==> config.mk <==
export PLATFORM = sky130hd
export DESIGN_NAME = fft_butterfly
export DESIGN_NICKNAME = d
export VERILOG_FILES = /design/src/source/fft_pkg.sv /design/src/source/fft_butterfly.sv
export SDC_FILE = /design/constraint.sdc
export NUM_CORES = 2
export LEC_CHECK = 0
export BUFFER_PORTS_ARGS = -buffer_cell sky130_fd_sc_hd__buf_2
export CORE_MARGIN = 5
export CORE_UTILIZATION = 36
export CTS_CLUSTER_SIZE = 25
export DETAILED_ROUTE_END_ITERATION = 8
export MAX_ROUTING_LAYER = met4
export PLACE_DENSITY = 0.59
export SLEW_MARGIN = 10
export SYNTH_ARGS = -nofsm -noshare
export SYNTH_HDL_FRONTEND = slang
export SYNTH_SLANG_ARGS = --single-unit
export TNS_END_PERCENT = 20
==> constraint.sdc <==
create_clock -name clock -period 11.54 [get_ports clock]
set_input_delay 2.308 -clock clock [delete_from_list [all_inputs] [get_ports clock]]
set_output_delay 2.308 -clock clock [all_outputs]
set_load 0.01 [all_outputs]
==> src/source/fft_pkg.sv <==
`default_nettype none

package fft_pkg;

    // width of one real or imaginary part, q1.15
    localparam int sample_w = 16;

    // sample address into one memory bank
    localparam int addr_w = 5;

    localparam int n_points = 32;   // transform size
    localparam int n_stages = 5;    // log2(n_points) radix-2 stages

    // index into the 16 entry twiddle table, w_k for k = 0..n_points/2-1
    localparam int twiddle_w = 4;

    // register stages inside the butterfly, read data in to x/y out
    // the agu adds one more cycle for the memory read when it delays write addresses
    localparam int bfly_latency = 3;

endpackage

`default_nettype wire

==> src/source/fft_butterfly.sv <==
`timescale 1ns/1ps
`default_nettype none

// x = (a + w*b) / 2, y = (a - w*b) / 2 with w = w_re - j*w_im
module fft_butterfly #(
    parameter int sample_w = fft_pkg::sample_w
) (
    input  logic                       clock,
    input  logic                       rst_n,
    input  logic signed [sample_w-1:0] a_re,
    input  logic signed [sample_w-1:0] a_im,
    input  logic signed [sample_w-1:0] b_re,
    input  logic signed [sample_w-1:0] b_im,
    input  logic signed [sample_w-1:0] w_re,
    input  logic signed [sample_w-1:0] w_im,
    output logic signed [sample_w-1:0] x_re,
    output logic signed [sample_w-1:0] x_im,
    output logic signed [sample_w-1:0] y_re,
    output logic signed [sample_w-1:0] y_im
);

    localparam int prod_w = 2 * sample_w;   // full q2.30 product
    localparam int t_w    = sample_w + 2;   // |w*b| can reach sqrt(2) full scale

    logic signed [prod_w-1:0]   p_rr, p_ii, p_ir, p_ri;  // stage 1
    logic signed [sample_w-1:0] a1_re, a1_im;
    logic signed [prod_w:0]     s_re, s_im;              // product sums, one guard bit
    logic signed [t_w-1:0]      t_re, t_im;              // stage 2
    logic signed [sample_w-1:0] a2_re, a2_im;
    logic signed [t_w:0]        u_x_re, u_x_im, u_y_re, u_y_im;

    assign s_re = p_rr + p_ii;   // br*wr + bi*wi
    assign s_im = p_ir - p_ri;   // bi*wr - br*wi

    assign u_x_re = a2_re + t_re;
    assign u_x_im = a2_im + t_im;
    assign u_y_re = a2_re - t_re;
    assign u_y_im = a2_im - t_im;

    always_ff @(posedge clock) begin
        if (!rst_n) begin
            p_rr  <= '0;
            p_ii  <= '0;
            p_ir  <= '0;
            p_ri  <= '0;
            a1_re <= '0;
            a1_im <= '0;
            t_re  <= '0;
            t_im  <= '0;
            a2_re <= '0;
            a2_im <= '0;
            x_re  <= '0;
            x_im  <= '0;
            y_re  <= '0;
            y_im  <= '0;
        end else begin
            p_rr  <= b_re * w_re;   // four real multiplies
            p_ii  <= b_im * w_im;
            p_ir  <= b_im * w_re;
            p_ri  <= b_re * w_im;
            a1_re <= a_re;
            a1_im <= a_im;
            // back to q1.15, arithmetic shift floors toward -inf
            t_re  <= t_w'(s_re >>> (sample_w - 1));
            t_im  <= t_w'(s_im >>> (sample_w - 1));
            a2_re <= a1_re;
            a2_im <= a1_im;
            x_re  <= sample_w'(u_x_re >>> 1);   // halve every stage, keep low bits
            x_im  <= sample_w'(u_x_im >>> 1);
            y_re  <= sample_w'(u_y_re >>> 1);
            y_im  <= sample_w'(u_y_im >>> 1);
        end
    end

endmodule

`default_nettype wire

== Word level (Yosys, flattened, before mapping) ==
Index checks and enable logic that the tools add are counted.

* Add/subtract/negate cells: 6
* Multipliers: 4

{| class="wikitable"
|+ Operator list
! kind !! number
|-
| $mul 16x16->32 || 4
|-
| $add 16x17->17 || 2
|-
| $sub 16x17->17 || 2
|-
| $add 32x32->32 || 1
|-
| $sub 32x32->32 || 1
|}

* Output and inout bits: 64
* Logic and storage cells: 24
* Bits of input ports: 98
* Register bits after elaboration: 290

== Depth between registers and ports, before layout ==
* Depth in word-level cells: 1
* Gate-level depth with buffers: 25
* Mapped depth without buffers: 24

== Least setup slack after synthesis ==
OpenSTA, ideal clock, no wires.

* Kind: in2reg
* From: input b_re[7]
* To: register p_ri[30]
* Path slack: 3,517 ps
* Cell stages on the path: 23
* Required time: 11,468 ps
* Buffers on the path: 1
* Arrival time: 7,951 ps
* Setup time: 72 ps
* Cells stage by stage: clkbuf_1 > nand2_1 > fa_1 > inv_1 > fa_1 > inv_1 > fa_1 > inv_1 > fa_1 > fa_1 > inv_1 > fa_1 > inv_1 > ha_1 > a21oi_1 > o21ai_0 > a2111oi_4 > o41ai_1 > a311o_1 > a21oi_1 > o21ai_1 > a31oi_1 > mux2i_1

* Longest elaborated chain between the ends: 1

{| class="wikitable"
|+ Ends and longest elaborated chain
! item !! RTL line !! source
|-
| start: declaration || fft_butterfly.sv:12 || <nowiki>input logic signed [sample_w-1:0] b_re,</nowiki>
|-
| $mul 16x16->32 || fft_butterfly.sv:60 || <nowiki>p_ri <= b_re * w_im;</nowiki>
|-
| end signal: assignment || fft_butterfly.sv:60 ||
|-
| end: declaration || fft_butterfly.sv:25 || <nowiki>logic signed [prod_w-1:0] p_rr, p_ii, p_ir, p_ri;</nowiki>
|}

No other way between the ends.
A chain may end at the register's enable or synchronous reset.

== Worst setup path in the final report ==
* From: input w_im[15]
* To: register p_ii[30]

* Longest elaborated chain between the ends: 1

{| class="wikitable"
|+ Ends and longest elaborated chain
! item !! RTL line !! source
|-
| start: declaration || fft_butterfly.sv:15 || <nowiki>input logic signed [sample_w-1:0] w_im,</nowiki>
|-
| $mul 16x16->32 || fft_butterfly.sv:58 || <nowiki>p_ii <= b_im * w_im;</nowiki>
|-
| end signal: assignment || fft_butterfly.sv:58 ||
|-
| end: declaration || fft_butterfly.sv:25 ||
|}

No other way between the ends.

==> impl_results.md <==
* Hold Buf Count CTS at 0
* R2R Path End: x_im[14]$_SDFF_PN0_
* Critical-path top delay cell: inv_1
* WS Path Type: in -> reg
* Routed WL per cell at 17.7 um
* Row count at 138
* Area grow syn2layout at 7.09%
* Die height at 388 um
* CP dominant cell by count: fa_1
* Post-CTS sizing at 0
* Status: complete, no violations
* Post-synthesis instance total at 5,613
* Final setup viols at 0
* CTS root buf: clkbuf_16
* RR Startpoint: t_im[1]$_SDFF_PN0_
* Crit path largest cell delay at 0.94 ns
* Min-delay src: a1_re[14]$_SDFF_PN0_
* Fin Clk Skew at 0.0374 ns
* First-pass GRT wire length at 218,000 um
* Die Area at 150,000 um^2
* Primary FF master, synth: dfxtp_1
* Nets at 7,193
* Hold endpoint: a2_re[14]$_SDFF_PN0_
* Slew Limit Fails at 0
* Max H-tree Level at 2
* Vias in the first global route at 39,600
* Drt via density at 4.81
* Worst hold stages at 1
* Seq cells post-synth at 290
* Final period util at 76.3%
* TritonRoute pass-1 iters at 5
* Crit-path cells: buf_2 -> inv_1 -> nor2_1 -> fa_1 -> fa_1 -> fa_1 -> fa_1 -> fa_1 -> inv_1 -> fa_1 -> inv_1 -> ha_1 -> a21o_1 -> a21oi_1 -> o21a_1 -> a31oi_1 -> nor4bb_1 -> o221ai_2 -> o21ai_2 -> a2111oi_1 -> a311o_1
* DIE WIDTH at 388 um
* Crit path max-delay family: adder cells
* R2r setup slk at 7.97 ns
* Max frequency at 114 MHz
* Setup Buffers After CTS at 0
* Syn Area/Cell at 9.14 um^2
* Port buffer count at 161
* R2R cell count at 12
* Via count at 36,200
* FILL cells at 14,400
* Core ar. at 142,000 um^2
* Post-DP HPWL at 105,000 um
* Ports at 162
* Clk buf depth at 3
* Clk slew on worst S/H paths at 0.06 ns
* CTS tree: yes
* Share of cells above drive strength 1 at 4.98%
* Initial core utilization at 36.3%
* Yosys warns at 0
* Number of DRC markers in iteration 0 at 1,959
* GPL Wtd Cong at 0.862
* Buf/Inv on CP at 4
* Final wirelength at 133,000 um
* Worst-Skew Late Latency at 0.57 ns
* # clock sinks at 290
* Max-slew headroom at 16.7%
* Crit-path max FO at 24
* Hold WC Path Type: reg -> reg
* DRC viols at 0
* Synthesized cell area at 51,300 um^2
* Tmin final at 8.81 ns
* CTS buffer count at 34
* Worst EP arrival at 9.27 ns
* Pin count of the biggest net entering global routing at 78
* WP data required at 12.00 ns
* Initial antenna violation count at 16
* Startpoint types: input pin
* Seq/Total Area, Yosys at 11.3%
* Slew @ Worst Pin at 1.25 ns
* Synth cell types at 83
* MaxCap Viol Count at 0
* Post-synth EDFFs at 0
* Worst setup EP type: register
* Synth async-reset ratio at 0%
* Final hold vios at 0
* Final ANT Viol Nets at 0
* GRT Util Overall at 18.8%
* Syn Nets at 7,211
* Congestion Overflow GR at 0
* Setup TNS at 0 ns
* RSZ-0062 raised after global routing: no
[metal layers]
metal,track usage (%),wire (um),vias up
met5,-,0,-
met4,6.47,5630,0
met3,2.97,7310,203
met2,30.1,61500,837
met1,24.4,58500,18500
li1,-,-,16700
[worst max-delay path by stage]
stage                     slack, ns                   to  cells past startpoint  startpoint
after CTS                      2.90  p_ii[30]$_SDFF_PN0_                     21    w_im[15]
after global placement         2.39  p_ii[30]$_SDFF_PN0_                     20    w_im[15]
after global routing           2.41  p_ii[30]$_SDFF_PN0_                     21    w_im[15]
final                          2.73  p_ii[30]$_SDFF_PN0_                     21    w_im[15]
after floorplan                3.52  p_ri[30]$_SDFF_PN0_                     23     b_re[7]
after detailed placement       2.31  p_ii[30]$_SDFF_PN0_                     21    w_im[15]
[stage by stage]
| step | hold slack [ns] | worst slack (ns) | instance area, um^2 | util, % | instances |
|---|---|---|---|---|---|
| final | 0.430 | 2.73 | 55000 | 38.8 | 7522 |
| after floorplan | 0.412 | 3.52 | 51300 | - | 5613 |
| after detailed placement | 0.419 | 2.31 | 53800 | 38.0 | 7449 |
| after CTS | 0.434 | 2.90 | 54900 | 38.8 | 7507 |
| after global placement | 0.414 | 2.39 | 53800 | 38.0 | 7449 |
| after global routing | 0.441 | 2.41 | 55000 | 38.8 | 7521 |
[sequential cells by signal, summed over array words and instances, names as in the netlist]
signal	cells
x_re	16
p_ii	32
a1_im	16
a1_re	16
a2_re	16
t_im	17
p_rr	32
y_im	16
x_im	16
p_ir	32
y_re	16
t_re	17
p_ri	32
a2_im	16
[worst register-to-register path, delay by kind of cell, from the launching register on]
family                     cells  cell delay (ns)
AOI/OAI and AO/OA              7             1.87
and+or+nand+nor                2             0.64
DFF                            1             0.39
adders and majority gates      1             0.30
buffers and inverters          1             0.11
xor gates and xnor gates       1             0.10
[cell type report]
class	count	area (um^2)	area share [%]
Clock buffer	42	962	1.75
Sequential cell	290	5810	10.6
Clock inverter	16	183	0.332
Tap cell	1890	2360	4.30
Antenna cell	15	37.5	0.0683
Timing Repair Buffer	187	1000	1.83
Multi-Input combinational cell	3824	39900	72.6
Inverter	1258	4730	8.60
[cell usage after synthesis (7+ instances only)]
| library cell | instances | share of area [%] |
|---|---|---|
| inv_1 | 1258 | 9.2 |
| fa_1 | 1052 | 41 |
| and2_1 | 588 | 7.2 |
| nand2_1 | 517 | 3.8 |
| ha_1 | 448 | 11 |
| nor2_1 | 298 | 2.2 |
| dfxtp_1 | 290 | 11 |
| clkbuf_1 | 239 | 1.7 |
| xnor2_1 | 141 | 2.4 |
| a21oi_1 | 136 | 1.3 |
| o21ai_0 | 78 | 0.76 |
| a21o_1 | 69 | 1.0 |
| nor3_1 | 62 | 0.60 |
| xor2_1 | 53 | 0.90 |
| nand2b_1 | 42 | 0.51 |
| nand3_1 | 33 | 0.32 |
| nor2b_1 | 27 | 0.33 |
| and3_1 | 23 | 0.28 |
| o21bai_1 | 22 | 0.32 |
| a31oi_1 | 17 | 0.21 |
| o21a_1 | 17 | 0.25 |
| a211oi_1 | 16 | 0.23 |
| nand4_1 | 12 | 0.15 |
| o31ai_1 | 12 | 0.18 |
| or3_1 | 11 | 0.13 |
| nor3b_1 | 8 | 0.12 |
| o211ai_1 | 8 | 0.12 |
| a21boi_0 | 7 | 0.10 |
[cell usage in the layout, fill, tap and decap left out, types with 6 or more instances in the layout]
cell type,count
a21boi_0,7
o31ai_1,12
xnor2_1,141
diode_2,15
o21a_1,17
nand2_1,517
dfxtp_1,290
a31oi_1,17
buf_4,27
and2_1,588
a211o_1,6
clkbuf_8,6
a211oi_1,16
clkbuf_16,35
nand2b_1,42
or3_1,11
buf_2,160
xor2_1,53
o21ai_0,78
and3_1,23
nand4_1,12
nor2_1,298
nor4_1,6
fa_1,1052
a21oi_1,136
nor3b_1,8
nor3_1,62
nor2b_1,27
a221oi_1,6
or2_2,6
nand3_1,33
inv_1,1257
o31a_1,6
o21bai_1,22
a21o_1,69
ha_1,448
o211ai_1,8
[kinds of logic after synthesis]
kind of cell,after synthesis,synth area share (%)
adders and majority gates,1500,52.0
and+or+nand+nor,1656,16.1
DFF,290,11.3
buffers and inverters,1499,11.0
xor gates and xnor gates,194,3.31
AOI/OAI and AO/OA,471,6.30
muxes,3,0.0585
Power is left out: the tool's default activity adds up to more than one toggle a clock period on the data nets, which glitch-free logic cannot reach.
