**src/source/fft_pkg.sv**
```systemverilog
`default_nettype none

package fft_pkg;

    // width of one real or imaginary part, q1.15
    localparam int sample_w = 16;

    // sample address into one memory bank
    localparam int addr_w = 5;

    localparam int n_points = 32;   // transform size
    localparam int n_stages = 5;    // log2(n_points) radix-2 stages

    // index into the 16 entry twiddle table, w_k for k = 0..n_points/2-1
    localparam int twiddle_w = 4;

    // register stages inside the butterfly, read data in to x/y out
    // the agu adds one more cycle for the memory read when it delays write addresses
    localparam int bfly_latency = 3;

endpackage

`default_nettype wire

```
**src/source/fft_twiddle_rom.sv**
```systemverilog
`timescale 1ns/1ps
`default_nettype none

// w_k = cos(pi*k/16) - j*sin(pi*k/16), only the sine magnitude is stored
// the butterfly applies the minus sign itself
module fft_twiddle_rom #(
    parameter int sample_w  = fft_pkg::sample_w,
    parameter int twiddle_w = fft_pkg::twiddle_w
) (
    input  logic [twiddle_w-1:0]       twiddle_idx,
    output logic signed [sample_w-1:0] w_re,
    output logic signed [sample_w-1:0] w_im
);

    always_comb begin
        case (twiddle_idx)
            4'd0:  {w_re, w_im} = {16'h7fff, 16'h0000};  // cos clipped to max q1.15
            4'd1:  {w_re, w_im} = {16'h7d8a, 16'h18f9};
            4'd2:  {w_re, w_im} = {16'h7642, 16'h30fc};
            4'd3:  {w_re, w_im} = {16'h6a6e, 16'h471d};
            4'd4:  {w_re, w_im} = {16'h5a82, 16'h5a82};  // pi/4
            4'd5:  {w_re, w_im} = {16'h471d, 16'h6a6e};
            4'd6:  {w_re, w_im} = {16'h30fc, 16'h7642};
            4'd7:  {w_re, w_im} = {16'h18f9, 16'h7d8a};
            4'd8:  {w_re, w_im} = {16'h0000, 16'h7fff};  // -j
            4'd9:  {w_re, w_im} = {16'he707, 16'h7d8a};
            4'd10: {w_re, w_im} = {16'hcf04, 16'h7642};
            4'd11: {w_re, w_im} = {16'hb8e3, 16'h6a6e};
            4'd12: {w_re, w_im} = {16'ha57e, 16'h5a82};
            4'd13: {w_re, w_im} = {16'h9592, 16'h471d};
            4'd14: {w_re, w_im} = {16'h89be, 16'h30fc};
            4'd15: {w_re, w_im} = {16'h8276, 16'h18f9};
        endcase
    end

endmodule

`default_nettype wire

```
**config.mk**
```make
export PLATFORM = sky130hd
export DESIGN_NAME = fft_twiddle_rom
export DESIGN_NICKNAME = d
export VERILOG_FILES = /design/src/source/fft_pkg.sv /design/src/source/fft_twiddle_rom.sv
export SDC_FILE = /design/constraint.sdc
export NUM_CORES = 1
export LEC_CHECK = 0
export BUFFER_PORTS_ARGS = -buffer_cell sky130_fd_sc_hd__buf_2
export CAP_MARGIN = 20
export CORE_MARGIN = 3
export CORE_UTILIZATION = 51
export DETAILED_ROUTE_END_ITERATION = 8
export GPL_ROUTABILITY_DRIVEN = 1
export PLACE_DENSITY = 0.86
export REMOVE_ABC_BUFFERS = 1
export SLEW_MARGIN = 10
export SYNTH_ARGS = -nofsm -noshare
export SYNTH_HDL_FRONTEND = slang
export SYNTH_SLANG_ARGS = --single-unit
```
**constraint.sdc**
```tcl
create_clock -name vclk -period 3.2
set_input_delay 0.8 -clock vclk [all_inputs]
set_output_delay 0.8 -clock vclk [all_outputs]
set_load 0.1 [all_outputs]
```
==> results of run 1 <==
==> cell usage after synthesis <==
cell type  instances
o21ai_1            6
a31oi_1            2
nand3_1            4
nor2b_1            4
and2_1             2
buf_4              4
inv_2              1
a311oi_1           1
mux2_2             1
a211oi_1           1
o21a_1             1
o221a_2            1
a21oi_1           19
conb_1             1
a211o_1            2
o211a_1            1
buf_2              5
xor2_1             1
nand2b_1           5
a21bo_2            1
nand2_2            1
nand2_1            8
o22a_1             2
inv_1              3
o211ai_1           3
mux2i_1            2
o21ai_0            9
a21boi_0           1
ha_1               8
nor2_1            15
buf_6              5
clkbuf_1           1
o31ai_1            1
nor3_1             7
==> kinds of logic after synthesis <==
group,count (synthesis)
simple gates,46
xor+xnor,1
mux,3
fa+ha+maj,8
compound gates,51
buf+inv,19
other cells,1
==> metrics by stage <==
stage          std cells  setup slack, ps  instance area (sq um)
2_1_floorplan        114            -1122                  685.7
3_3_place_gp         170            255.5                   1375
==> impl_metrics.json, run 1 <==
{
  "status": "did not finish",
  "lastStage": "detailed placement (3_5_place_dp)",
  "error": "[ERROR DPL-0033] detailed placement checks failed during check placement.",
  "syn_inst": 129,
  "synth_top_cell_by_area": "ha_1",
  "hpwlAfterDp_microns": 2637,
  "synth_fa_ha_area_share_pct": 12.50,
  "synth_top_area_share_pct": 12.50,
  "ys_warn_count": 0,
  "yosys.cell_types.count": 34,
  "place_congestion": 0.9678,
  "synth_top_family_by_area": "compound AO/OA/AOI/OAI gates",
  "synthesis.area_sq_um": 800.8,
  "avgSynthCellArea_sq_um": 6.208,
  "ys_seq_area_share_pct": 0,
  "synth_mux_area_share_pct": 3.906,
  "ioPinCount": 36,
  "start_util_pct": 57.92,
  "synthTopCellsByArea": "ha_1 13%, a21oi_1 12%, buf_6 7.0%",
  "synth-compound-area-share_pct": 38.75,
  "die_y_microns": 45.63,
  "port_buffers": 35,
  "synth-simple-area-share_pct": 27.03,
  "row_count": 13,
  "die_w_microns": 45.63,
  "yosys.area_share.xor_xnor_pct": 1.094
}
==> inputs of run 2 (changes only) <==
--- a/config.mk
+++ b/config.mk
@@ -7,11 +7,11 @@
 export LEC_CHECK = 0
 export BUFFER_PORTS_ARGS = -buffer_cell sky130_fd_sc_hd__buf_2
 export CAP_MARGIN = 20
-export CORE_MARGIN = 3
-export CORE_UTILIZATION = 51
+export CORE_AREA = 3 3 64 66
 export DETAILED_ROUTE_END_ITERATION = 8
+export DIE_AREA = 0 0 67 69
 export GPL_ROUTABILITY_DRIVEN = 1
-export PLACE_DENSITY = 0.86
+export PLACE_DENSITY_LB_ADDON = 0.15
 export REMOVE_ABC_BUFFERS = 1
 export SLEW_MARGIN = 10
 export SYNTH_ARGS = -nofsm -noshare
==> impl_metrics.json, run 2 <==
{
  "yosysMostFrequentCell": "a21oi_1",
  "rsz0062_at_grt": "false",
  "final_hold_viol_count": 0,
  "vias_per_cell": 4.990,
  "ir_worst_vdd_mv": 0.1409,
  "critPathBufInv": 4,
  "crit_chain": "buf_2 > inv_1 > buf_4 > ha_1 > nor2b_1 > a21oi_1 > o21ai_0 > buf_12",
  "ys_warn_count": 0,
  "seq_cells": 0,
  "ys_seq_area_share_pct": 0,
  "critical_path_class": "input pin to primary output",
  "setup_viol": 0,
  "stdcell_count": 205,
  "vias": 1023,
  "postRouteAntennaNets": 0,
  "final_layout_size_suffix_gt1_share_pct": 30.57,
  "syn_inst": 129,
  "max_freq_ghz": 0.3361,
  "avgSynthCellArea_sq_um": 6.208,
  "status": "finished clean",
  "grt_pass1_wl_microns": 4381,
  "antenna_found_initial": 0,
  "fin_nets": 171,
  "drt_iter0_drc": 76,
  "yosys.cell_types.count": 34,
  "hp-class": "input pin to primary output",
  "final_cell_mix": "30 x buf_12, 19 x a21oi_1, 15 x nor2_1, 9 x o21ai_0",
  "cp_slowest_cell": "o21ai_0",
  "start_util_pct": 22.04,
  "port_buffers": 35,
  "dr.pass1.iters": 5,
  "power_leakage_nw": 0.6307,
  "cts_hold_buffers": 0,
  "wirelength_microns": 2604,
  "setup_tns_ps": 0,
  "crit_end": "w_re[0]",
  "ioPinCount": 36,
  "nClkBuffers": 0,
  "wl_per_cell_microns": 12.70,
  "crit_cells": 8,
  "die_y_microns": 69,
  "drv_slew": 0,
  "crit_path_start_kind": "input pin",
  "pwr_density_cell_nw_per_um2": 405.8,
  "n_antenna_cell": 0,
  "core_sq_um": 3633,
  "final_common_cell": "buf_12",
  "fin_crit_ps": 2975,
  "grt_overflow": 0,
  "crit_path_end_kind": "primary output",
  "max_stage_delay_ps": 290,
  "crit_family": "buffers and inverters",
  "power_w": 0.0005808,
  "synthesis.area_sq_um": 800.8,
  "synth_top_area_share_pct": 12.50,
  "maxCapViolCount": 0,
  "place_ws_ps": 232.3,
  "syn2layout_area_growth_pct": 78.75,
  "dp.cells": 205,
  "setup_ws_ps": 225.1,
  "grt_pass1_vias": 982,
  "cp-startpoint": "twiddle_idx[1]",
  "row_count": 22,
  "design_area_sq_um": 1431,
  "place_congestion": 0.8245,
  "drc": 0,
  "crit_arrival_ps": 2170,
  "cp.required_ps": 2400,
  "postCtsSetupRepairBufs": 0,
  "synthTopCellsByArea": "ha_1 13%, a21oi_1 12%, buf_6 7.0%",
  "grt_max_degree": 28,
  "die_area_sq_um": 4623,
  "cts_resized": 0,
  "die_w_microns": 67,
  "post-route-period-util_pct": 92.97,
  "crit_fanout": 7,
  "track_usage_pct": 10.95,
  "ff_latch_area_sq_um": 0,
  "placed_area_sq_um": 1431,
  "synth_common_cells": "19 x a21oi_1, 15 x nor2_1, 9 x o21ai_0",
  "hpwlAfterDp_microns": 2027,
  "synth_top_cell_by_area": "ha_1"
}
run 2: worst min-delay path by stage:
stage	start	endpoint	slack (ps)	cells after the start
after floorplan	twiddle_idx[1]	w_re[10]	1940	2
final	twiddle_idx[2]	w_im[7]	2200	4
after detailed placement	twiddle_idx[1]	w_im[14]	2190	4
after global placement	twiddle_idx[2]	w_im[7]	2190	4
after global routing	twiddle_idx[2]	w_im[7]	2240	4
after CTS	twiddle_idx[2]	w_im[7]	2200	4
run 2: through the flow:
stage	util (%)	hold WS (ps)
2_1_floorplan	-	1945
3_3_place_gp	39.39	2193
3_5_place_dp	39.39	2192
4_1_cts	39.39	2196
5_1_grt	39.39	2240
6_report	39.39	2197
run 2: logic make-up after synthesis:
family,synth area share (%)
compound gates,38.75
xor+xnor,1.094
fa+ha+maj,12.50
buf+inv,16.25
mux,3.906
other cells,0.4683
simple gates,27.03
run 2: layout make-up:
class,count,area (sq um)
Tap cell,48,60.06
Multi-Input combinational cell,110,670.6
Fill cell,400,2202
Inverter,4,15.01
Timing Repair Buffer,43,685.7
run 2: routing by layer:
layer / vias to the layer above / track usage [%] / wire length [microns]
met5: - / 0 / 0
met1: 474 / 15.63 / 1240
met4: 0 / 0 / 0
met3: 0 / 0.6515 / 134
li1: 512 / - / -
met2: 37 / 18.89 / 1229
run 2: where the power goes:
group	switching [W]	internal (W)
registers	0	0
logic	0.000394	0.000186
clock network	0	0
total	0.000394	0.000186
Power figures use the tool's default switching activity.
==> inputs of run 3 (changes only) <==
==> constraint.sdc (replaced) <==
create_clock -name vclk -period 2.4
set_input_delay 0.6 -clock vclk [all_inputs]
set_output_delay 0.6 -clock vclk [all_outputs]
set_load 0.1 [all_outputs]
==> impl_metrics.json, run 3 (synthesized netlist as in run 2, its figures left out) <==
{
  "start_util_pct": 22.04,
  "setup_viol": 0,
  "grt_pass1_wl_microns": 4767,
  "power_leakage_nw": 0.7551,
  "met1_usage_pct": 15.04,
  "status": "finished clean",
  "die_w_microns": 67,
  "die_area_sq_um": 4623,
  "crit_fanout": 4,
  "seq_cells": 0,
  "antenna_found_initial": 0,
  "rsz0062_at_grt": "true",
  "ff_latch_area_sq_um": 0,
  "grt_util_met2_pct": 23.03,
  "maxCapViolCount": 0,
  "design_area_sq_um": 1774,
  "use_met3_pct": 0.6515,
  "grt_busiest_layer": "met2",
  "ir_worst_vdd_mv": 0.2254,
  "syn2layout_area_growth_pct": 121.6,
  "crit_path_start_kind": "input pin",
  "placed_area_sq_um": 1594,
  "setup_tns_ps": 0,
  "grt_max_degree": 30,
  "final_cell_mix": "30 x buf_12, 25 x buf_4, 13 x nor2_1, 11 x a21oi_1",
  "fin_nets": 189,
  "grt_pass1_vias": 1066,
  "max_freq_ghz": 0.4170,
  "drc": 0,
  "crit_arrival_ps": 1800,
  "critical_path_class": "input pin to primary output",
  "pwr_density_cell_nw_per_um2": 479.9,
  "crit_path_end_kind": "primary output",
  "vias_per_cell": 4.897,
  "stdcell_count": 223,
  "dr.pass1.iters": 4,
  "ioPinCount": 36,
  "multi_input_area_sq_um": 832.0,
  "min_from": "twiddle_idx[3]",
  "dp.cells": 223,
  "n_fill_cell": 362,
  "fin_crit_ps": 2398,
  "cp.required_ps": 1800,
  "min_path_cells": 4,
  "row_count": 22,
  "nClkBuffers": 0,
  "hpwlAfterDp_microns": 2260,
  "final_core_util_pct": 48.83,
  "drt_iter0_drc": 81,
  "final_hold_viol_count": 0,
  "postCtsSetupRepairBufs": 0,
  "grt_overflow": 0,
  "post-route-period-util_pct": 99.92,
  "final_layout_size_suffix_gt1_share_pct": 52.57,
  "min_to": "w_im[1]",
  "n_antenna_cell": 0,
  "wl_per_cell_microns": 13.20,
  "drv_slew": 0,
  "track_usage_pct": 12.22,
  "port_buffers": 35,
  "place_congestion": 0.8769,
  "hp-class": "input pin to primary output",
  "wirelength_microns": 2944,
  "die_y_microns": 69,
  "postRouteAntennaNets": 0,
  "core_sq_um": 3633,
  "final_common_cell": "buf_12",
  "vias": 1092
}
[run 3: critical path, stage by stage]
cell	delay [ps]
buf_2	120
inv_2	60
ha_4	250
buf_4	150
o211ai_1	190
o21ai_0	200
buf_12	220
[run 3: layout make-up]
| type | instances | share of cell area, % |
|---|---|---|
| inverters | 4 | 0.9873 |
| repair buffers | 61 | 48.73 |
| multi-input cells | 110 | 46.90 |
| well taps | 48 | 3.385 |
[run 3: report_power, final]
part	internal, W	leakage, nW	switching (W)
Sequential	0	0	0
Combinational	0.000299	0.755	0.000552
Clock	0	0	0
Total	0.000299	0.755	0.000552
[run 3: how the worst max path moves through the flow]
stage / start / to / cells after the start
final: twiddle_idx[0] / w_im[12] / 7
after global routing: twiddle_idx[0] / w_im[12] / 7
after CTS: twiddle_idx[0] / w_im[10] / 7
after detailed placement: twiddle_idx[1] / w_re[8] / 7
after global placement: twiddle_idx[1] / w_re[8] / 7
after floorplan: twiddle_idx[1] / w_re[0] / 5
[run 3: what timing repair did]
action	CTS	global route
endpoints found under the setup margin	18	17
hold endpoints to repair	0	0
cloned	0	0
gates resized for setup	20	20
hold buffers	0	0
pin swaps	2	5
[run 3: metal layers]
layer  share of wire [%]  vias to the layer above  wire length (microns)
li1                    -                      547                      -
met1                  42                      500                   1238
met2                  51                       41                   1513
met3                 5.2                        4                    152
met4                 1.4                        0                     40
met5                   0                        -                      0
[run 3: stage by stage]
stage	setup WS [ps]	power, W	hold slack, ps
2_1_floorplan	-1522	0.0004847	1545
3_3_place_gp	-107.7	0.0008103	1765
3_5_place_dp	-121.9	0.0008147	1771
4_1_cts	-8.980	0.0008349	1701
5_1_grt	-26.42	0.0008810	1725
6_report	1.926	0.0008515	1697
