===== src/source/fft_pkg.sv =====
`default_nettype none

package fft_pkg;

    // width of one real or imaginary part, q1.15
    localparam int sample_w = 16;

    // sample address into one memory bank
    localparam int addr_w = 5;

    localparam int n_points = 32;   // transform size
    localparam int n_stages = 5;    // log2(n_points) radix-2 stages

    // index into the 16 entry twiddle table, w_k for k = 0..n_points/2-1
    localparam int twiddle_w = 4;

    // register stages inside the butterfly, read data in to x/y out
    // the agu adds one more cycle for the memory read when it delays write addresses
    localparam int bfly_latency = 3;

endpackage

`default_nettype wire


===== src/source/fft_mem_if.sv =====
`timescale 1ns/1ps
`default_nettype none

// one client's view of the ping-pong data memory
interface fft_mem_if #(
    parameter int addr_w   = fft_pkg::addr_w,
    parameter int sample_w = fft_pkg::sample_w
);

    logic                       rd_bank;    // bank read this cycle, writes hit the other one
    logic [addr_w-1:0]          rd_g_addr;  // upper leg of the butterfly
    logic [addr_w-1:0]          rd_h_addr;  // lower leg
    logic signed [sample_w-1:0] rd_g_re;    // read data, one cycle after the address
    logic signed [sample_w-1:0] rd_g_im;
    logic signed [sample_w-1:0] rd_h_re;
    logic signed [sample_w-1:0] rd_h_im;

    logic                       wr_en;      // both write ports fire together
    logic [addr_w-1:0]          wr_g_addr;
    logic [addr_w-1:0]          wr_h_addr;
    logic signed [sample_w-1:0] wr_g_re;
    logic signed [sample_w-1:0] wr_g_im;
    logic signed [sample_w-1:0] wr_h_re;
    logic signed [sample_w-1:0] wr_h_im;

    modport client (
        output rd_bank, rd_g_addr, rd_h_addr,
        input  rd_g_re, rd_g_im, rd_h_re, rd_h_im,
        output wr_en, wr_g_addr, wr_h_addr,
        output wr_g_re, wr_g_im, wr_h_re, wr_h_im
    );

    modport memory (
        input  rd_bank, rd_g_addr, rd_h_addr,
        output rd_g_re, rd_g_im, rd_h_re, rd_h_im,
        input  wr_en, wr_g_addr, wr_h_addr,
        input  wr_g_re, wr_g_im, wr_h_re, wr_h_im
    );

endinterface

`default_nettype wire


===== src/source/fft_mem_arbiter.sv =====
`timescale 1ns/1ps
`default_nettype none

module fft_mem_arbiter #(
    parameter int addr_w   = fft_pkg::addr_w,
    parameter int sample_w = fft_pkg::sample_w
) (
    input  logic                       clock,
    input  logic                       rst_n,
    input  logic                       busy,
    fft_mem_if.memory                  eng,
    fft_mem_if.memory                  host,
    fft_mem_if.client                  dmem,
    input  logic                       load_write,
    input  logic [addr_w-1:0]          load_addr,
    input  logic signed [sample_w-1:0] load_re,
    input  logic signed [sample_w-1:0] load_im,
    input  logic [addr_w-1:0]          read_addr,
    output logic signed [sample_w-1:0] out_re,
    output logic signed [sample_w-1:0] out_im
);

    logic [addr_w-1:0]          load_rev;     // bit-reversed load address
    logic signed [sample_w-1:0] hold_re;      // last bin seen by the host
    logic signed [sample_w-1:0] hold_im;

    always_comb begin
        for (int i = 0; i < addr_w; i++) begin
            load_rev[i] = load_addr[addr_w-1-i];
        end
    end

    // engine owns the memory for the whole run, host loads are dropped then
    assign dmem.rd_bank   = busy ? eng.rd_bank   : 1'b1;  // host reads bank 1, loads bank 0
    assign dmem.rd_g_addr = busy ? eng.rd_g_addr : read_addr;
    assign dmem.rd_h_addr = busy ? eng.rd_h_addr : read_addr;
    assign dmem.wr_en     = busy ? eng.wr_en     : load_write;
    assign dmem.wr_g_addr = busy ? eng.wr_g_addr : load_rev;
    assign dmem.wr_h_addr = busy ? eng.wr_h_addr : load_rev;  // same word twice
    assign dmem.wr_g_re   = busy ? eng.wr_g_re   : load_re;
    assign dmem.wr_g_im   = busy ? eng.wr_g_im   : load_im;
    assign dmem.wr_h_re   = busy ? eng.wr_h_re   : load_re;
    assign dmem.wr_h_im   = busy ? eng.wr_h_im   : load_im;

    // read data fans out to both clients
    assign eng.rd_g_re  = dmem.rd_g_re;
    assign eng.rd_g_im  = dmem.rd_g_im;
    assign eng.rd_h_re  = dmem.rd_h_re;
    assign eng.rd_h_im  = dmem.rd_h_im;
    assign host.rd_g_re = dmem.rd_g_re;
    assign host.rd_g_im = dmem.rd_g_im;
    assign host.rd_h_re = dmem.rd_h_re;
    assign host.rd_h_im = dmem.rd_h_im;

    always_ff @(posedge clock) begin
        if (!rst_n) begin
            hold_re <= '0;
            hold_im <= '0;
        end else if (!busy) begin
            hold_re <= host.rd_g_re;
            hold_im <= host.rd_g_im;
        end
    end

    // bin shows one cycle after read_addr, frozen while the engine runs
    assign out_re = busy ? hold_re : host.rd_g_re;
    assign out_im = busy ? hold_im : host.rd_g_im;

endmodule

`default_nettype wire


===== src/flat_wrapper.sv =====
// flat-port wrapper written by rule: the top's interface ports become plain ports
module fft_mem_arbiter_flat 
#(
    parameter int addr_w   = fft_pkg::addr_w,
    parameter int sample_w = fft_pkg::sample_w
)
  (clock, rst_n, busy, load_write, load_addr, load_re, load_im, read_addr, out_re, out_im, eng_rd_bank, eng_rd_g_addr, eng_rd_h_addr, eng_rd_g_re, eng_rd_g_im, eng_rd_h_re, eng_rd_h_im, eng_wr_en, eng_wr_g_addr, eng_wr_h_addr, eng_wr_g_re, eng_wr_g_im, eng_wr_h_re, eng_wr_h_im, host_rd_bank, host_rd_g_addr, host_rd_h_addr, host_rd_g_re, host_rd_g_im, host_rd_h_re, host_rd_h_im, host_wr_en, host_wr_g_addr, host_wr_h_addr, host_wr_g_re, host_wr_g_im, host_wr_h_re, host_wr_h_im, dmem_rd_bank, dmem_rd_g_addr, dmem_rd_h_addr, dmem_rd_g_re, dmem_rd_g_im, dmem_rd_h_re, dmem_rd_h_im, dmem_wr_en, dmem_wr_g_addr, dmem_wr_h_addr, dmem_wr_g_re, dmem_wr_g_im, dmem_wr_h_re, dmem_wr_h_im);
  fft_mem_if #(.addr_w(addr_w), .sample_w(sample_w)) eng_i ();
  fft_mem_if #(.addr_w(addr_w), .sample_w(sample_w)) host_i ();
  fft_mem_if #(.addr_w(addr_w), .sample_w(sample_w)) dmem_i ();
  input  logic clock;
  input  logic rst_n;
  input  logic busy;
  input  logic load_write;
  input  logic [addr_w-1:0] load_addr;
  input  logic signed [sample_w-1:0] load_re;
  input  logic signed [sample_w-1:0] load_im;
  input  logic [addr_w-1:0] read_addr;
  output logic signed [sample_w-1:0] out_re;
  output logic signed [sample_w-1:0] out_im;
  input wire logic [$bits(eng_i.rd_bank)-1:0] eng_rd_bank;
  input wire logic [$bits(eng_i.rd_g_addr)-1:0] eng_rd_g_addr;
  input wire logic [$bits(eng_i.rd_h_addr)-1:0] eng_rd_h_addr;
  output wire logic [$bits(eng_i.rd_g_re)-1:0] eng_rd_g_re;
  output wire logic [$bits(eng_i.rd_g_im)-1:0] eng_rd_g_im;
  output wire logic [$bits(eng_i.rd_h_re)-1:0] eng_rd_h_re;
  output wire logic [$bits(eng_i.rd_h_im)-1:0] eng_rd_h_im;
  input wire logic [$bits(eng_i.wr_en)-1:0] eng_wr_en;
  input wire logic [$bits(eng_i.wr_g_addr)-1:0] eng_wr_g_addr;
  input wire logic [$bits(eng_i.wr_h_addr)-1:0] eng_wr_h_addr;
  input wire logic [$bits(eng_i.wr_g_re)-1:0] eng_wr_g_re;
  input wire logic [$bits(eng_i.wr_g_im)-1:0] eng_wr_g_im;
  input wire logic [$bits(eng_i.wr_h_re)-1:0] eng_wr_h_re;
  input wire logic [$bits(eng_i.wr_h_im)-1:0] eng_wr_h_im;
  input wire logic [$bits(host_i.rd_bank)-1:0] host_rd_bank;
  input wire logic [$bits(host_i.rd_g_addr)-1:0] host_rd_g_addr;
  input wire logic [$bits(host_i.rd_h_addr)-1:0] host_rd_h_addr;
  output wire logic [$bits(host_i.rd_g_re)-1:0] host_rd_g_re;
  output wire logic [$bits(host_i.rd_g_im)-1:0] host_rd_g_im;
  output wire logic [$bits(host_i.rd_h_re)-1:0] host_rd_h_re;
  output wire logic [$bits(host_i.rd_h_im)-1:0] host_rd_h_im;
  input wire logic [$bits(host_i.wr_en)-1:0] host_wr_en;
  input wire logic [$bits(host_i.wr_g_addr)-1:0] host_wr_g_addr;
  input wire logic [$bits(host_i.wr_h_addr)-1:0] host_wr_h_addr;
  input wire logic [$bits(host_i.wr_g_re)-1:0] host_wr_g_re;
  input wire logic [$bits(host_i.wr_g_im)-1:0] host_wr_g_im;
  input wire logic [$bits(host_i.wr_h_re)-1:0] host_wr_h_re;
  input wire logic [$bits(host_i.wr_h_im)-1:0] host_wr_h_im;
  output wire logic [$bits(dmem_i.rd_bank)-1:0] dmem_rd_bank;
  output wire logic [$bits(dmem_i.rd_g_addr)-1:0] dmem_rd_g_addr;
  output wire logic [$bits(dmem_i.rd_h_addr)-1:0] dmem_rd_h_addr;
  input wire logic [$bits(dmem_i.rd_g_re)-1:0] dmem_rd_g_re;
  input wire logic [$bits(dmem_i.rd_g_im)-1:0] dmem_rd_g_im;
  input wire logic [$bits(dmem_i.rd_h_re)-1:0] dmem_rd_h_re;
  input wire logic [$bits(dmem_i.rd_h_im)-1:0] dmem_rd_h_im;
  output wire logic [$bits(dmem_i.wr_en)-1:0] dmem_wr_en;
  output wire logic [$bits(dmem_i.wr_g_addr)-1:0] dmem_wr_g_addr;
  output wire logic [$bits(dmem_i.wr_h_addr)-1:0] dmem_wr_h_addr;
  output wire logic [$bits(dmem_i.wr_g_re)-1:0] dmem_wr_g_re;
  output wire logic [$bits(dmem_i.wr_g_im)-1:0] dmem_wr_g_im;
  output wire logic [$bits(dmem_i.wr_h_re)-1:0] dmem_wr_h_re;
  output wire logic [$bits(dmem_i.wr_h_im)-1:0] dmem_wr_h_im;
  assign eng_i.rd_bank = eng_rd_bank;
  assign eng_i.rd_g_addr = eng_rd_g_addr;
  assign eng_i.rd_h_addr = eng_rd_h_addr;
  assign eng_rd_g_re = eng_i.rd_g_re;
  assign eng_rd_g_im = eng_i.rd_g_im;
  assign eng_rd_h_re = eng_i.rd_h_re;
  assign eng_rd_h_im = eng_i.rd_h_im;
  assign eng_i.wr_en = eng_wr_en;
  assign eng_i.wr_g_addr = eng_wr_g_addr;
  assign eng_i.wr_h_addr = eng_wr_h_addr;
  assign eng_i.wr_g_re = eng_wr_g_re;
  assign eng_i.wr_g_im = eng_wr_g_im;
  assign eng_i.wr_h_re = eng_wr_h_re;
  assign eng_i.wr_h_im = eng_wr_h_im;
  assign host_i.rd_bank = host_rd_bank;
  assign host_i.rd_g_addr = host_rd_g_addr;
  assign host_i.rd_h_addr = host_rd_h_addr;
  assign host_rd_g_re = host_i.rd_g_re;
  assign host_rd_g_im = host_i.rd_g_im;
  assign host_rd_h_re = host_i.rd_h_re;
  assign host_rd_h_im = host_i.rd_h_im;
  assign host_i.wr_en = host_wr_en;
  assign host_i.wr_g_addr = host_wr_g_addr;
  assign host_i.wr_h_addr = host_wr_h_addr;
  assign host_i.wr_g_re = host_wr_g_re;
  assign host_i.wr_g_im = host_wr_g_im;
  assign host_i.wr_h_re = host_wr_h_re;
  assign host_i.wr_h_im = host_wr_h_im;
  assign dmem_rd_bank = dmem_i.rd_bank;
  assign dmem_rd_g_addr = dmem_i.rd_g_addr;
  assign dmem_rd_h_addr = dmem_i.rd_h_addr;
  assign dmem_i.rd_g_re = dmem_rd_g_re;
  assign dmem_i.rd_g_im = dmem_rd_g_im;
  assign dmem_i.rd_h_re = dmem_rd_h_re;
  assign dmem_i.rd_h_im = dmem_rd_h_im;
  assign dmem_wr_en = dmem_i.wr_en;
  assign dmem_wr_g_addr = dmem_i.wr_g_addr;
  assign dmem_wr_h_addr = dmem_i.wr_h_addr;
  assign dmem_wr_g_re = dmem_i.wr_g_re;
  assign dmem_wr_g_im = dmem_i.wr_g_im;
  assign dmem_wr_h_re = dmem_i.wr_h_re;
  assign dmem_wr_h_im = dmem_i.wr_h_im;
  fft_mem_arbiter #(.addr_w(addr_w), .sample_w(sample_w)) u_core (.clock(clock), .rst_n(rst_n), .busy(busy), .eng(eng_i), .host(host_i), .dmem(dmem_i), .load_write(load_write), .load_addr(load_addr), .load_re(load_re), .load_im(load_im), .read_addr(read_addr), .out_re(out_re), .out_im(out_im));
endmodule

===== config.mk =====
export PLATFORM = sky130hd
export DESIGN_NAME = fft_mem_arbiter_flat
export DESIGN_NICKNAME = d
export VERILOG_FILES = /design/src/source/fft_pkg.sv /design/src/source/fft_mem_if.sv /design/src/source/fft_mem_arbiter.sv /design/src/flat_wrapper.sv
export SDC_FILE = /design/constraint.sdc
export NUM_CORES = 1
export LEC_CHECK = 0
export ABC_AREA = 0
export ABC_CLOCK_PERIOD_IN_PS = 900
export BUFFER_PORTS_ARGS = -buffer_cell sky130_fd_sc_hd__buf_2
export CORE_AREA = 2 2 208 210
export DETAILED_ROUTE_END_ITERATION = 8
export DIE_AREA = 0 0 210 212
export PLACE_DENSITY_LB_ADDON = 0.25
export SETUP_SLACK_MARGIN = 0.15
export SLEW_MARGIN = 20
export SYNTH_ARGS = -nofsm -noshare
export SYNTH_HDL_FRONTEND = slang
export SYNTH_SLANG_ARGS = --single-unit

===== constraint.sdc =====
create_clock -name clock -period 0.9 [get_ports clock]
set_input_delay 0.045 -clock clock [delete_from_list [all_inputs] [get_ports clock]]
set_output_delay 0.045 -clock clock [all_outputs]
set_load 0.05 [all_outputs]

* Word level (Yosys, flattened, before mapping)
Index checks and enable logic that the tools add are counted.
** Storage, ports and cells
- Bits in writable memories :: 0
- Register bits after elaboration :: 32
- Memories :: 0
- Latch bits :: 0
- ROM bits :: 0
- Output and inout port bits :: 246
** Cells by class
- Eq/ne operators :: 0
- Shift operators :: 0
- $lt $le $gt $ge :: 0
- Multipliers :: 0
- $add $sub $neg :: 0
- Mux-type cells :: 12
- Bitwise gates (word level) :: 0
- Div/mod/pow operators :: 0
- Reductions and logical operators :: 0
** Operator list (number)
- $mux W16 :: 6
- $mux W5 :: 4
- $mux W1 :: 2

* Depth between registers and ports, before layout
Gate-level depths: netlist of the first run.
- Word-level depth :: 1
- Gate-level depth with buffers :: 6
- Gate-level depth less buffers :: 2

* Least setup slack after synthesis of the first run
Ideal clock, no wire load.
- Path type :: input to output
- Start :: input busy
- End :: output dmem_rd_g_addr[0]
- Buffers on the path :: 4
- Arrival :: 0.952 ns
- Data required time :: 0.855 ns
- Cell stages on the path :: 6
- Path slack :: -0.097 ns
- Cell sequence :: buf_6 buf_4 buf_4 buf_4 nand2_1 nand2_1
** Between the ends
- Cells in the longest elaborated chain, start to end :: 1
** Ends and longest elaborated chain
- start, declared :: line flat_wrapper.sv:13 : input logic busy;
- $mux W5 :: line fft_mem_arbiter.sv:35 : assign dmem.rd_g_addr = busy ? eng.rd_g_addr : read_addr;
- end, declared :: line flat_wrapper.sv:50 : output wire logic [$bits(dmem_i.rd_g_addr)-1:0] dmem_rd_g_addr;
Every way passes these cells.

* Worst setup path in the final report of the first run
- Start :: register u_core.hold_re[7]
- End :: output out_re[7]
** Between the ends
- Cells in the longest elaborated chain, start to end :: 1
** Ends and longest elaborated chain
- start, declared :: line fft_mem_arbiter.sv:24 : logic signed [sample_w-1:0] hold_re;
- start signal, assigned :: line fft_mem_arbiter.sv:60 : hold_re <= host.rd_g_re;
- $mux W16 :: line fft_mem_arbiter.sv:66 : assign out_re = busy ? hold_re : host.rd_g_re;
- end, declared :: line flat_wrapper.sv:19 : output logic signed [sample_w-1:0] out_re;
Every way passes these cells.

==> results of run 1 <==
path summary, 6_finish.rpt:
check,to,slack (ns)
max,out_re[7],-0.16
min,host_rd_h_im[0],0.09
max reg2reg,u_core.hold_re[7],-0.02
min reg2reg,u_core.hold_im[14],0.58
sequential cells by signal, indices dropped and copies added (netlist names):
name / flops
u_core.hold_re: 16
u_core.hold_im: 16
layout make-up:
type / count / share of cell area [%]
timing repair buffer: 419 / 44.6
multi-input combinational: 276 / 39.3
tap: 546 / 7.24
sequential: 32 / 6.88
clock buffer: 7 / 1.62
clock inverter: 1 / 0.318
logic make-up after synthesis:
kind of cell,share of synthesized area (%)
buf+inv,33.0
mux,14.6
flops,19.3
simple gates,33.1
report_power, final:
| part | internal, mW | total (mW) | switching (mW) |
|---|---|---|---|
| sequential | 1.51 | 1.53 | 0.0231 |
| clock | 1.46 | 2.12 | 0.662 |
| combinational | 2.92 | 6.72 | 3.80 |
critical path: stages (launching register included):
cell,delay [ns]
dfxtp_2,0.31
mux2_4,0.27
buf_8,0.16
synth_stat cells:
cell type	count
buf_6	4
buf_2	6
buf_4	133
and2_1	32
clkbuf_1	6
nand2_1	168
mux2_2	3
dfxtp_1	32
nand2b_1	43
mux2_4	30
layer usage:
layer,global-route usage [%],vias up
met5,0,-
met4,1.20,0
met3,2.05,14
met2,12.8,201
met1,7.87,1735
li1,-,1831
repair_timing:
action	4_1_cts	5_1_grt
hold buffers	0	0
pin swaps	54	48
setup buffers	35	11
gates resized for setup	491	72
endpoints found under the hold margin	0	0
setup endpoints to repair	150	149
cloned	14	0
through the flow:
stage	hold slack [ns]	TNS, ns	cell area [um^2]	cells
after global routing	0.0901	-7.02	9440	1281
after global placement	0.0905	-26.43	6330	1213
after floorplan	0.172	-1.76	4920	457
after CTS	0.0905	-5.15	9050	1270
after detailed placement	0.0905	-27.77	6330	1213
final	0.0900	-5.07	9440	1281
==> run metrics, run 1 <==
outcome finished with violations; failing checks setup timing; Top Layer Used met4; GRT Total Usage under 10%; Fin. Hold Viols 0; clock skew 0 ns; syn_area_per_cell 7.27 um^2; yosys warns 0; DPL Wire Length ~11000 um; area growth from synthesis to layout 184%; most frequent cells in the layout buf_2, buf_8, nand2_8; Synth area leaders buf_4, dfxtp_1, nand2_1; Tmin final 1.06 ns; initial antenna violation count 0; Fmax roughly 940 MHz; Worst Reg-to-Reg Cells 3; total length of routed met2 wires 8830 um; Fillers between 4000 and 5000; final period utilization 118%; register area 649 um^2; r2r startpoint u_core.hold_re[7]; largest net degree at the start of global routing 33; leakage power between 4 and 5 nW; nets between 1000 and 1500; # IOs 528; DR vias/cell 2.95; Worst-path clk slew around 0.05 ns; Worst Hold Class primary input to output port; Vias between 3000 and 4000; area of the multi-input gates 3710 um^2; WL met1 6140 um; Worst Path Max Fanout 2; Crit Path Class flip-flop to output port; crit end category output port; ant diodes 0; H-tree Lvls 2; share of cells above drive strength 1 between 90% and 100%; MaxCap Viol Count 0; iteration-0 DRC count of the detailed router 87; Seq cells post-synth 32; Startpoint Class flip-flop; final worst slack -0.160 ns; WL final 16400 um; crit path launch u_core.hold_re[7]; CTS max path bufs 2; global-route wire length before repair 23300 um; metal3 WL around 1300 um; Overflow after GRT 0; RSZ-0062 raised after global routing yes; drt wl/cell 12.8 um; DRT antenna net count 0; Syn Nets ~740; commonest non-fill, non-tap cell in the layout buf_2; clock tree root driver cell clkbuf_16; Final GP Congestion 0.647; Post-Synthesis Cell Area between 3000 and 4000 um^2; Worst slew margin a little under 60%; worst endpoint data arrival time slightly above 1 ns; Die Y 212 um; Util after Layout around 22%; DR pass1 iterations 4; Final Setup Violations 56; Rows 76; Synth Instances 457; post-synth top area cell buf_4; Setup Slack @ Placement -0.272 ns; CTS buffer count 5; core area 42500 um^2; die area 44500 um^2; initial core utilization 7.81%; DRC errors left 0; Hold Path Depth 0; Synth top area share 30.1%; Worst EP required around 0.85 ns; Worst-Skew Late Latency ~0.28 ns; fin. max-slew vios 0; CTS sink count 32; actual slew at the worst max-slew pin 0.633 ns; Tot Pwr 10.4 mW; hold path startpoint dmem_rd_h_im[0]; worst IR drop on VDD 741 uV; Die Wd 210 um; Port Buffers 345; Yosys cell types 10; CTS tree built; PwrDens 1100 nW/um^2; Seq/Total Area, Yosys 19.3%; vias in the first global route around 3900
(Power assumes the default switching activity.)
==> run 2: changes to the inputs <==
Settings changed: CELL_PAD_IN_SITES_DETAIL_PLACEMENT set to 0, CELL_PAD_IN_SITES_GLOBAL_PLACEMENT set to 1, CORE_AREA 2 2 208 210 to 2 2 203 205, DIE_AREA 0 0 210 212 to 0 0 205 207.
==> run 2 against run 1 <==
  * The flow still finishes with violations (setup timing)
  * Register-to-register slack barely moved
  * Wire length rose by 4.2%
  * Clock skew did not move
  * Non-clock buffer count did not move
  * Hold slack barely moved
  * Clock-buffer cell count fell by 2
  * Global-route usage rose by 0.93 points
  * Final cell count fell by 1.2%
  * Sequential power barely moved
  * Largest cell class unchanged
==> run metrics, run 2 (synthesis gave the netlist of run 1 again) <==
DR pass1 iterations 4; Fin. Hold Viols 0; Util after Layout 23.4%; Tmin final 1.05 ns; crit end category output port; Comb pwr share 67.9%; vias in the first global route 4050; fin. max-slew vios 0; area growth from synthesis to layout 184%; worst endpoint data arrival time between 1 and 1.5 ns; final setup TNS -4.66 ns; Worst-path clk slew roughly 0.06 ns; CTS tree built; drt wl/cell around 13 um; largest net degree at the start of global routing 33; Port Buffers 345; CTS buffer count 5; WL final 17100 um; CTS max path bufs 2; Worst Hold Class primary input to output port; Die Y around 210 um; cts hold-fix bufs 0; GRT Total Usage under 10%; clock skew 0 ns; DRT antenna net count 0; Startpoint Class flip-flop; Overflow after GRT 0; ant diodes 0; Reg power frac 15.4%; Die Wd 205 um; leakage power 4.46 nW; Worst-Skew Late Latency 0.27 ns; Final Setup Violations 53; Rows between 70 and 80; Fillers between 4000 and 5000; worst IR drop on VDD between 500 and 600 uV; initial antenna violation count 1; clock tree root driver cell clkbuf_16; failing checks setup timing; actual slew at the worst max-slew pin just over 0.7 ns; iteration-0 DRC count of the detailed router 52; # IOs 528; most frequent cells in the layout buf_2, buf_8, nand2_8; MaxCap Viol Count 0; initial core utilization under 10%; CTS sink count 32; global-route wire length before repair 25100 um; Worst EP required between 0.8 and 0.9 ns; switching share of total power between 40% and 50%; area of the multi-input gates 3790 um^2; Vias 3803; Placed Area ~6300 um^2; Net Sw Power 4.49 mW; fin area between 9000 and 10000 um^2; Worst slew margin between 50% and 60%; Fmax 949 MHz; RSZ-0062 raised after global routing yes; final period utilization 117%; Top Registers u_core.hold_im (16), u_core.hold_re (16); register area 647 um^2; P_int 5.44 mW; H-tree Lvls 2; Worst Path Max Fanout 2; nets 1016; DPL Wire Length 12100 um; Crit Path Class flip-flop to output port; Final GP Congestion just under 0.7; commonest non-fill, non-tap cell in the layout buf_2; final worst slack -0.154 ns; share of cells above drive strength 1 92.5%; PwrDens 1050 nW/um^2; core area a little over 40000 um^2; outcome finished with violations; Clk pwr share 16.7%; DR vias/cell 3.00; die area approximately 42000 um^2; DRC errors left 0
==> run 2: cell count changes in the layout (fill, tap and decap cells not counted), sizes merged <==
cell,before,now
bufbuf,0,1
buf,419,417
clkinvlp,0,1
clkinv,0,1
clkbuf,7,6
bufinv,1,0
==> run 2: repair_timing <==
action / in CTS / in global routing
hold endpoints to repair: 0 / 0
setup buffers: 38 / 9
endpoints found under the setup margin: 150 / 150
resized for setup: 500 / 63
cloned: 15 / 1
pin swaps: 49 / 36
==> run 2: metal layers <==
layer | wire, um | global-route usage, % | part of all wire [%] | vias to the layer above
met5 | 13 | 0 | 0.076 | -
met4 | 140 | 1.29 | 0.82 | 2
met3 | 1340 | 2.55 | 7.8 | 15
met2 | 9150 | 14.2 | 54 | 185
met1 | 6450 | 9.01 | 38 | 1754
li1 | - | - | - | 1847
==> run 2: final cells by class <==
cell class	count	share of cell area [%]
timing repair buffer	419	44.5
multi-input combinational	276	40.2
clock buffer	5	1.33
clock inverter	2	0.133
tap	532	7.06
sequential	32	6.86
==> run 2: through the flow <==
step           setup WS [ns]  hold slack (ns)  power, mW  cells
2_1_floorplan        -0.0574            0.172       6.17    457
4_1_cts               -0.163           0.0905       9.88   1256
3_5_place_dp          -0.248           0.0905       6.35   1196
3_3_place_gp          -0.242           0.0905       6.36   1196
5_1_grt               -0.190           0.0902       10.4   1266
6_report              -0.154           0.0900       9.93   1266
==> run 2: path summary, 6_finish.rpt <==
kind                                            to                from  slack [ns]  depth (start not counted)
worst max register to register  u_core.hold_re[15]  u_core.hold_re[15]       -0.02                          3
worst min register to register  u_core.hold_im[10]  u_core.hold_im[10]        0.59                          2
worst max-delay path                     out_re[6]   u_core.hold_re[6]       -0.15                          2
worst min-delay path                eng_rd_h_im[3]     dmem_rd_h_im[3]        0.09                          0
==> run 2: critical path, stage by stage, from the launching register on <==
cell and delay [ns]:
dfxtp_2 0.31, mux2_4 0.26, buf_6 0.16
==> run 2: power groups by stage <==
stage	Clock [mW]	Combinational, mW	Sequential, mW
floorplan	0	4.62	1.55
global placement	0	4.81	1.55
finish	1.66	6.75	1.53
global route	1.83	7.04	1.53
CTS	1.75	6.60	1.52
detailed placement	0	4.80	1.55
==> run 3: changes to the inputs <==
Settings changed: CTS_BUF_LIST set to sky130_fd_sc_hd__clkbuf_8.
==> run 3 against run 2 <==
  * The run still ends with setup timing left
  * Utilization down 0.52 points
  * Final cell count down 0.87%
  * Clock-buffer cell count unchanged
  * Via count down 0.82%
  * Register-to-register slack about the same
  * Final area down 2.2%
  * Worst setup slack worse by 0.021 ns
==> run metrics, run 3 (synthesis gave the netlist of run 1 again) <==
outcome finished with violations; failing checks setup timing; switching share of total power 47.5%; Final Non-Filler Cells 1255; # IOs 528; Worst R2R End u_core.hold_re[4]; cell family with most CP delay flip-flops; Overflow after GRT 0; Worst path slowest cell dfxtp_2; Net Sw Power roughly 4.4 mW; CTS max path bufs 2; Port Buffers 345; Final Setup Violations 38; DPL Wire Length 12100 um; H-tree Lvls 2; CTS sink count 32; DRC errors left 0; Fmax between 900 and 1000 MHz; leakage power 4.36 nW; placed cell count 1196; largest net degree at the start of global routing 33; Tmin final 1.08 ns; RSZ-0062 raised after global routing yes; Worst-path clk slew 0.08 ns; Worst Hold Class primary input to output port; CP bufs+invs 1; worst IR drop on VDD approximately 420 uV; Fillers 4363; Hold Path Depth 0; final period utilization 119%; clock skew 0 ns; Comb pwr share 71.4%; hold endpoint eng_rd_h_im[3]; biggest cell delay along the critical path ~0.32 ns; initial antenna violation count 1; Reg power frac 16.3%; Fin. Hold Viols 0; most frequent cells in the layout buf_2, buf_8, nand2_8; WL final 17100 um; Crit Path Class flip-flop to output port; clock tree root driver cell clkbuf_8; worst endpoint data arrival time 1.03 ns; DR pass1 iterations 4; crit end category output port; PwrDens 1010 nW/um^2; nets 1005; die area 42400 um^2; drt wl/cell 13.6 um; commonest non-fill, non-tap cell in the layout buf_2; Worst slew margin 52.8%; global-route wire length before repair 25100 um; Rows 74; Top Registers u_core.hold_im (16), u_core.hold_re (16); Startpoint Class flip-flop; DR vias/cell 3.01; Worst-Skew Late Latency roughly 0.29 ns; fin. max-slew vios 0; GRT Total Usage 7.86%; Final GP Congestion 0.677; vias in the first global route between 3000 and 4000; Vias around 3800; initial core utilization 8.23%; Worst EP required between 0.8 and 0.9 ns; final worst slack -0.175 ns; actual slew at the worst max-slew pin 0.708 ns; Worst Reg-to-Reg Cells 3; CTS tree built; ant diodes 0; r2r startpoint u_core.hold_re[4]; Worst Path Max Fanout 2; MaxCap Viol Count 0; Die Wd 205 um; Clk pwr share 12.2%; Util after Layout 22.8%; DRT antenna net count 0; Reg2Reg Setup Slack -0.01 ns; core area 40400 um^2; share of cells above drive strength 1 ~93%; P_int 4.90 mW; iteration-0 DRC count of the detailed router 78; CTS buffer count 5; area growth from synthesis to layout 178%; Die Y roughly 210 um; hold_ws 0.0900 ns; hold path startpoint dmem_rd_h_im[3]; critical-path cell list mux2_4 -> buf_6
[run 3: changes by cell type in the layout (fill, tap and decap cells not counted), sizes merged]
cell    delta
bufbuf     -1
buf       -10
[run 3: power by group through the flow]
stage	logic [mW]	clock network (mW)	registers (mW)
3_5_place_dp	4.80	0	1.55
6_report	6.67	1.14	1.52
4_1_cts	6.53	1.22	1.52
2_1_floorplan	4.62	0	1.55
3_3_place_gp	4.81	0	1.55
5_1_grt	6.96	1.29	1.53
[run 3: per-layer routing]
metal / GRT usage [%] / share of wire [%]
met5: 0 / 0.076
met4: 1.44 / 1.1
met3: 2.47 / 7.8
met2: 14.0 / 53
met1: 9.18 / 38
[run 3: timing repair]
| action | 4_1_cts | 5_1_grt |
|---|---|---|
| setup buffers | 28 | 7 |
| setup endpoints to repair | 150 | 150 |
| resized for setup | 479 | 64 |
| gates cloned | 16 | 1 |
| pin swaps | 55 | 40 |
| hold buffers | 0 | 0 |
[run 3: cell type report]
| cell class | count | area, um^2 | area share, % |
|---|---|---|---|
| timing repair buffer | 408 | 4070 | 44.1 |
| multi-input combinational | 276 | 3760 | 40.8 |
| clock inverter | 2 | 12.5 | 0.136 |
| sequential | 32 | 647 | 7.01 |
| clock buffer | 5 | 68.8 | 0.746 |
| tap | 532 | 666 | 7.22 |
[run 3: through the flow]
stage	setup TNS, ns	area [um^2]	worst slack, ns	total power [mW]
detailed placement	-24.89	6310	-0.248	6.35
floorplan	-1.76	4920	-0.0574	6.17
global route	-6.92	9220	-0.220	9.79
global placement	-24.29	6310	-0.242	6.36
CTS	-5.74	8850	-0.188	9.27
finish	-5.17	9220	-0.175	9.34
[run 3: worst max path at each step]
stage                                   from           endpoint  slack [ns]  cells after the start
after global placement                  busy    dmem_wr_h_re[1]       -0.24                      5
after CTS                 u_core.hold_re[10]         out_re[10]       -0.19                      2
final                      u_core.hold_re[6]          out_re[6]       -0.18                      2
after detailed placement                busy    dmem_wr_h_re[7]       -0.25                      5
after floorplan                         busy  u_core.hold_im[0]       -0.06                      4
after global routing       u_core.hold_im[5]          out_im[5]       -0.22                      2
[run 3: worst register-to-register path, cell delays in order (launching register included)]
cell	delay, ns
dfxtp_1	0.30
mux2_4	0.27
buf_6	0.12
and2_4	0.12
